`config.mk`:
```
export PLATFORM = sky130hd
export DESIGN_NAME = b200_ctrl_core
export DESIGN_NICKNAME = d
export VERILOG_FILES = /design/src/rtl/core_ctrl_pkg.sv /design/src/rtl/b200_ctrl_core.sv /design/src/rtl/core_setting_regs.sv /design/src/rtl/ctrl_sid_router.sv /design/src/rtl/pps_sync_select.sv /design/src/rtl/readback_responder.sv
export SDC_FILE = /design/constraint.sdc
export NUM_CORES = 1
export LEC_CHECK = 0
export BUFFER_PORTS_ARGS = -buffer_cell sky130_fd_sc_hd__buf_2
export CAP_MARGIN = 0
export CORE_UTILIZATION = 44
export DETAILED_ROUTE_END_ITERATION = 10
export GPL_TIMING_DRIVEN = 0
export PLACE_DENSITY = 0.81
export SETUP_SLACK_MARGIN = 0.5
export SLEW_MARGIN = 30
export SYNTH_ARGS = -nofsm -noshare
export SYNTH_HDL_FRONTEND = slang
export SYNTH_SLANG_ARGS = --single-unit
```
`constraint.sdc`:
```
create_clock -name radio_clk -period 2.4 [get_ports radio_clk]
set_input_delay 0.48 -clock radio_clk [delete_from_list [all_inputs] [get_ports radio_clk]]
set_output_delay 0.48 -clock radio_clk [all_outputs]
set_load 0.02 [all_outputs]
```
`src/rtl/core_ctrl_pkg.sv`:
```
/* types and constants shared by the local control path:
   stream ID, settings bus fields, setting addresses, compat fields
   and the 64-bit readback word with its two decodings */

package core_ctrl_pkg;

    ////////////////////
    // settings bus fields
    ////////////////////
    typedef logic [7:0]  sid_t;
    typedef logic [7:0]  set_addr_t;
    typedef logic [31:0] set_data_t;

    // local control endpoint, upper nibble selects the destination
    localparam sid_t L0_CTRL_SID    = 8'h40;
    localparam sid_t DEMUX_SID_MASK = 8'hf0;

    ////////////////////
    // setting addresses
    ////////////////////
    localparam set_addr_t SR_CORE_MISC     = 8'd16;
    localparam set_addr_t SR_CORE_READBACK = 8'd32;
    localparam set_addr_t SR_CORE_GPSDO_ST = 8'd40;
    localparam set_addr_t SR_CORE_PPS_SEL  = 8'd48;

    ////////////////////
    // readback
    ////////////////////
    typedef logic [1:0] rb_sel_t;

    localparam logic [31:0] COMPAT_SIGNATURE = 32'hace0ba5e;
    localparam logic [15:0] COMPAT_MAJOR     = 16'd3;
    localparam logic [15:0] COMPAT_MINOR     = 16'd0;

    // only radio 0 is built
    localparam logic [7:0] RADIO_STATUS = 8'h01;

    typedef struct packed {
        logic [31:0] signature;
        logic [15:0] major;
        logic [15:0] minor;
    } rb_compat_t;

    typedef struct packed {
        logic [15:0] zero;
        logic [7:0]  radio_st;
        logic [7:0]  gpsdo_st;
        logic [31:0] misc;
    } rb_status_t;

    // one readback word, read either as compat or as status
    typedef union packed {
        rb_compat_t compat;
        rb_status_t status;
    } rb_word_u;

endpackage

```
`src/rtl/b200_ctrl_core.sv`:
```
/* local control core: stream-ID router, setting registers,
   PPS source selection and readback responder on radio_clk */

module b200_ctrl_core #(
    parameter core_ctrl_pkg::sid_t LOCAL_SID = core_ctrl_pkg::L0_CTRL_SID,
    parameter core_ctrl_pkg::sid_t SID_MASK  = core_ctrl_pkg::DEMUX_SID_MASK
) (
    input  logic                     radio_clk,
    input  logic                     i_rst,
    input  logic                     i_cmd_stb,
    input  core_ctrl_pkg::sid_t      i_cmd_sid,
    input  core_ctrl_pkg::set_addr_t i_cmd_addr,
    input  core_ctrl_pkg::set_data_t i_cmd_data,
    input  logic                     i_pps_int,
    input  logic                     i_pps_ext,
    input  logic [31:0]              i_rb_misc,
    output logic [31:0]              o_misc_outs,
    output logic                     o_pps,
    output logic                     o_resp_stb,
    output logic [63:0]              o_resp_data,
    output logic                     o_cmd_drop
);
    import core_ctrl_pkg::*;

    // settings bus from the router
    logic      set_stb;
    set_addr_t set_addr;
    set_data_t set_data;

    // register levels
    rb_sel_t    rb_sel;
    logic [7:0] gpsdo_st;
    logic       pps_sel;

    ////////////////////
    // command routing
    ////////////////////
    ctrl_sid_router #(
        .LOCAL_SID (LOCAL_SID),
        .SID_MASK  (SID_MASK)
    ) router0 (
        .radio_clk  (radio_clk),
        .i_rst      (i_rst),
        .i_cmd_stb  (i_cmd_stb),
        .i_cmd_sid  (i_cmd_sid),
        .i_cmd_addr (i_cmd_addr),
        .i_cmd_data (i_cmd_data),
        .o_set_stb  (set_stb),
        .o_set_addr (set_addr),
        .o_set_data (set_data),
        .o_cmd_drop (o_cmd_drop)
    );

    core_setting_regs regs0 (
        .radio_clk   (radio_clk),
        .i_rst       (i_rst),
        .i_set_stb   (set_stb),
        .i_set_addr  (set_addr),
        .i_set_data  (set_data),
        .o_misc_outs (o_misc_outs),
        .o_rb_sel    (rb_sel),
        .o_gpsdo_st  (gpsdo_st),
        .o_pps_sel   (pps_sel)
    );

    pps_sync_select pps0 (
        .radio_clk (radio_clk),
        .i_pps_int (i_pps_int),
        .i_pps_ext (i_pps_ext),
        .i_pps_sel (pps_sel),
        .o_pps     (o_pps)
    );

    ////////////////////
    // responses
    ////////////////////
    readback_responder resp0 (
        .radio_clk   (radio_clk),
        .i_rst       (i_rst),
        .i_set_stb   (set_stb),
        .i_rb_sel    (rb_sel),
        .i_gpsdo_st  (gpsdo_st),
        .i_rb_misc   (i_rb_misc),
        .o_resp_stb  (o_resp_stb),
        .o_resp_data (o_resp_data)
    );

endmodule

```
`src/rtl/core_setting_regs.sv`:
```
/* core setting registers: misc outputs, readback select,
   GPSDO status and PPS source select */

module core_setting_regs (
    input  logic                     radio_clk,
    input  logic                     i_rst,
    input  logic                     i_set_stb,
    input  core_ctrl_pkg::set_addr_t i_set_addr,
    input  core_ctrl_pkg::set_data_t i_set_data,
    output logic [31:0]              o_misc_outs,
    output core_ctrl_pkg::rb_sel_t   o_rb_sel,
    output logic [7:0]               o_gpsdo_st,
    output logic                     o_pps_sel
);
    import core_ctrl_pkg::*;

    // address decode
    logic wr_misc;
    logic wr_rb_sel;
    logic wr_gpsdo;
    logic wr_pps_sel;

    assign wr_misc    = i_set_stb && (i_set_addr == SR_CORE_MISC);
    assign wr_rb_sel  = i_set_stb && (i_set_addr == SR_CORE_READBACK);
    assign wr_gpsdo   = i_set_stb && (i_set_addr == SR_CORE_GPSDO_ST);
    assign wr_pps_sel = i_set_stb && (i_set_addr == SR_CORE_PPS_SEL);

    ////////////////////
    // resettable registers
    ////////////////////
    always_ff @(posedge radio_clk) begin
        if (i_rst) begin
            o_misc_outs <= '0;
            o_rb_sel    <= '0;
            o_pps_sel   <= 1'b0;
        end else begin
            if (wr_misc) begin
                o_misc_outs <= i_set_data;
            end
            if (wr_rb_sel) begin
                o_rb_sel <= i_set_data[1:0];
            end
            // 0 is the internal PPS
            if (wr_pps_sel) begin
                o_pps_sel <= i_set_data[0];
            end
        end
    end

    ////////////////////
    // gpsdo status
    ////////////////////
    // written by host software and kept across a core reset
    always_ff @(posedge radio_clk) begin
        if (wr_gpsdo) begin
            o_gpsdo_st <= i_set_data[7:0];
        end
    end

endmodule

```
`src/rtl/ctrl_sid_router.sv`:
```
/* stream-ID router: local commands become a settings-bus write,
   all others are dropped with a one-cycle pulse */

module ctrl_sid_router #(
    parameter core_ctrl_pkg::sid_t LOCAL_SID = core_ctrl_pkg::L0_CTRL_SID,
    parameter core_ctrl_pkg::sid_t SID_MASK  = core_ctrl_pkg::DEMUX_SID_MASK
) (
    input  logic                     radio_clk,
    input  logic                     i_rst,
    input  logic                     i_cmd_stb,
    input  core_ctrl_pkg::sid_t      i_cmd_sid,
    input  core_ctrl_pkg::set_addr_t i_cmd_addr,
    input  core_ctrl_pkg::set_data_t i_cmd_data,
    output logic                     o_set_stb,
    output core_ctrl_pkg::set_addr_t o_set_addr,
    output core_ctrl_pkg::set_data_t o_set_data,
    output logic                     o_cmd_drop
);

    // only the destination bits of the stream ID take part
    logic sid_match;

    assign sid_match = ((i_cmd_sid & SID_MASK) == LOCAL_SID);

    // strobes
    always_ff @(posedge radio_clk) begin
        if (i_rst) begin
            o_set_stb  <= 1'b0;
            o_cmd_drop <= 1'b0;
        end else begin
            o_set_stb  <= i_cmd_stb & sid_match;
            o_cmd_drop <= i_cmd_stb & ~sid_match;
        end
    end

    // write payload, only meaningful while o_set_stb is high
    always_ff @(posedge radio_clk) begin
        if (i_cmd_stb && sid_match) begin
            o_set_addr <= i_cmd_addr;
            o_set_data <= i_cmd_data;
        end
    end

endmodule

```
`src/rtl/pps_sync_select.sv`:
```
/* PPS synchronizers for the internal and external inputs,
   followed by the source select */

module pps_sync_select (
    input  logic radio_clk,
    input  logic i_pps_int,
    input  logic i_pps_ext,
    input  logic i_pps_sel,
    output logic o_pps
);

    // two flops per input, bit 1 is the synchronized level
    logic [1:0] int_pps_sync;
    logic [1:0] ext_pps_sync;

    always_ff @(posedge radio_clk) begin
        int_pps_sync <= {int_pps_sync[0], i_pps_int};
        ext_pps_sync <= {ext_pps_sync[0], i_pps_ext};
    end

    // select is a quasi-static register level
    assign o_pps = i_pps_sel ? ext_pps_sync[1] : int_pps_sync[1];

endmodule

```
`src/rtl/readback_responder.sv`:
```
/* readback responder: builds the 64-bit word from the select
   and returns it two cycles after the accepted command */

module readback_responder (
    input  logic                   radio_clk,
    input  logic                   i_rst,
    input  logic                   i_set_stb,
    input  core_ctrl_pkg::rb_sel_t i_rb_sel,
    input  logic [7:0]             i_gpsdo_st,
    input  logic [31:0]            i_rb_misc,
    output logic                   o_resp_stb,
    output logic [63:0]            o_resp_data
);
    import core_ctrl_pkg::*;

    // set_stb delayed until the write it carries has landed
    logic     resp_pend;
    rb_word_u rb_word;

    ////////////////////
    // word select
    ////////////////////
    always_comb begin
        rb_word = '0;
        case (i_rb_sel)
            2'd0: begin
                rb_word.compat.signature = COMPAT_SIGNATURE;
                rb_word.compat.major     = COMPAT_MAJOR;
                rb_word.compat.minor     = COMPAT_MINOR;
            end
            2'd2: begin
                rb_word.status.radio_st = RADIO_STATUS;
                rb_word.status.gpsdo_st = i_gpsdo_st;
                rb_word.status.misc     = i_rb_misc;
            end
            // 1 was the SPI readback slot, stays zero
            default: rb_word = '0;
        endcase
    end

    always_ff @(posedge radio_clk) begin
        if (i_rst) begin
            resp_pend  <= 1'b0;
            o_resp_stb <= 1'b0;
        end else begin
            resp_pend  <= i_set_stb;
            o_resp_stb <= resp_pend;
        end
    end

    always_ff @(posedge radio_clk) begin
        if (resp_pend) begin
            o_resp_data <= rb_word;
        end
    end

endmodule

```
==> metrics.txt <==
outcome=finished clean; DRC viols=0; Inst Count DP=about 660; leakage=roughly 2.7 nW; Yosys reg bits=roughly 130; worst-path fanout max=12; Mapped Area=5030 µm²; most frequent cell after synthesis=edfxtp_1; number of synthesized flops with an enable pin=90; DRT iter0 DRCs=100; Setup Fix Bufs, Post-CTS=0; Crit Path Class=reg2out; # IOs=between 150 and 200; VDD IR max=roughly 0.00047 V; layout cells sized above 1=0.414; Yosys cell types=23; fin util=0.606; worst hold-check path type=in2reg; Critical Path AT=1290 ps; cell taking the most area after synthesis=edfxtp_1; via count=3105; drt via density=between 4 and 5; sequential share of the synthesized area=0.708; DP Wirelength=6950 µm; endpoint type of the worst setup path=output pin; internal reg-to-reg setup slack=between 700 and 800 ps; MaxCap Viol Count=0; clock slew at reported path FFs=50 ps; Core Area=11000 µm²; CTS tree=built; slew margin rel.=0.649; CTS Buffer Depth=2; cts bufs inserted=17; top post-synthesis cells by area=edfxtp_1 (54%), dfxtp_1 (17%), nand2b_1 (8.3%); RSZ-0062 raised after global routing=no; min cycle time layout=approximately 1800 ps; CP startpoint kind=flop; vias in the first global route=a little over 3000; syn avg cell area=14.9 µm²; slowest stage cell, crit path=edfxtp_1; CTS Hold Bufs=0; Crit path required time=roughly 1900 ps; WL final=9780 µm; gr usage total=0.170; worst skew pair latency=about 400 ps; Final #Nets=620; CTS sink cnt=about 130; htree depth=4; die area=~12000 µm²; Final TNS setup=0 ps; remaining antenna violation count=0; Layout Cells excl Fill=689; antenna violations before repair=1; maximum clock rate=roughly 560 MHz; Power Density=748 nW/µm²; GR Overflow Total=0; CP max stage delay=between 500 and 600 ps; final setup violation count=0; Worst Max-Slew Pin Slew=approximately 530 ps; Place WS=approximately 100 ps; first-pass GRT wire length=around 15000 µm; die width=109 µm; crit share post-route=0.738; post-route cell area=between 6000 and 7000 µm²; routability cong.=between 0.7 and 0.8; Async S/R FF share, synth=0; largest net degree at the start of global routing=around 40; per-cell routed wire length=roughly 14 µm; post-synth top area share=0.537; cell count after synthesis=337; post_cts resized=0; Ys Warns=0; commonest cells in the netlist=edfxtp_1 (90), nand2b_1 (67), dfxtp_1 (43), mux2i_1 (35), and2_1 (34); Initial Utilization=0.458; # rows=38; Port Buffer Count=~170; Layout area overhead=32.3%; die height=between 100 and 150 µm; root buf cell=clkbuf_16; Clock Skews=roughly 8.9 ps; Cell Chain, Critical Path=buf_4 > buf_2; Post-synth top flop=edfxtp_1; Fin. Hold Viols=0; Pre-Repair DR Iteration Count=4; placed cell area=6110 µm²; Worst Slack Setup Final=about 630 ps; Final Max Tran Viols=0
## layout make-up
| class | instances | area [µm²] |
|---|---|---|
| diodes | 1 | 2.50 |
| plain buffers | 38 | 284 |
| clock buffers | 27 | 493 |
| clock inverters | 5 | 52.6 |
| fillers | 861 | 4330 |
| inverters | 7 | 26.3 |
| multi-input cells | 169 | 1200 |
| flip-flops and latches | 133 | 3560 |
| well taps | 140 | 175 |
| repair buffers | 169 | 861 |
## metal layers
layer  vias up  GRT usage  wire (µm)
li1       1521          -          -
met1      1419      0.179       3860
met2       149      0.291       4680
met3        16     0.0777       1040
met4         0     0.0772        188
met5         -          0          0
## worst max-delay path: cells and delay by family, from the launching register on
kind	cells	cell delay (ps)
buf+inv	2	350
flops	1	540
## sequential cells by signal, indices dropped and copies added, names as in the netlist
signal	cells
resp0.o_resp_data	42
regs0.o_misc_outs	32
router0.o_set_data	32
regs0.o_gpsdo_st	8
router0.o_set_addr	8
pps0.ext_pps_sync	2
pps0.int_pps_sync	2
regs0.o_rb_sel	2
regs0.o_pps_sel	1
resp0.o_resp_stb	1
resp0.resp_pend	1
router0.o_cmd_drop	1
router0.o_set_stb	1
## stage by stage
step,hold slack [ps],power [mW]
3_3_place_gp,310,2.67
6_report,178,4.98
4_1_cts,159,5.05
5_1_grt,154,5.15
3_5_place_dp,313,2.67
2_1_floorplan,310,2.59
## logic make-up (layout without fill, tap and decap cells)
group,after synthesis,in the layout,share of synthesized area
other,1,12,0.000745
buffers and inverters,45,246,0.0617
multiplexers,36,36,0.0719
flip-flops,133,133,0.708
AND/OR/NAND/NOR,115,115,0.151
AO/OA/AOI/OAI,7,7,0.00696
## final timing paths
path	from	to	cells after the start
worst max-delay path	resp0.o_resp_data[61]	o_resp_data[59]	2
worst min-delay path	i_pps_int	pps0.int_pps_sync[0]	1
worst max register to register	router0.o_set_addr[1]	regs0.o_gpsdo_st[6]	2
worst min register to register	pps0.ext_pps_sync[0]	pps0.ext_pps_sync[1]	0
## cell usage in the layout (no fill, tap or decap)
cell type and count:
buf_2 170, edfxtp_1 90, nand2b_1 67, dfxtp_1 42, mux2i_1 35, and2_1 33
buf_4 22, clkbuf_1 17, clkbuf_16 17, conb_1 11, inv_1 7, a21oi_1 7
buf_12 4, nor2b_1 3, and4b_1 3, clkbuf_8 3, clkinv_2 3, nor4b_1 2
diode_2 1, nor2_1 1, mux2_2 1, nor3b_2 1, and2_4 1, nor4_4 1
buf_6 1, nor3b_1 1, and3b_1 1, nand4_1 1, bufinv_16 1, clkinvlp_4 1
dfxtp_2 1
## where the power goes
group          switching [mW]  internal, mW
registers             0.00806          2.46
logic                  0.0746        0.0885
clock network           0.853          1.50
total                   0.936          4.05
No activity file was read; power rests on OpenSTA's default activity.
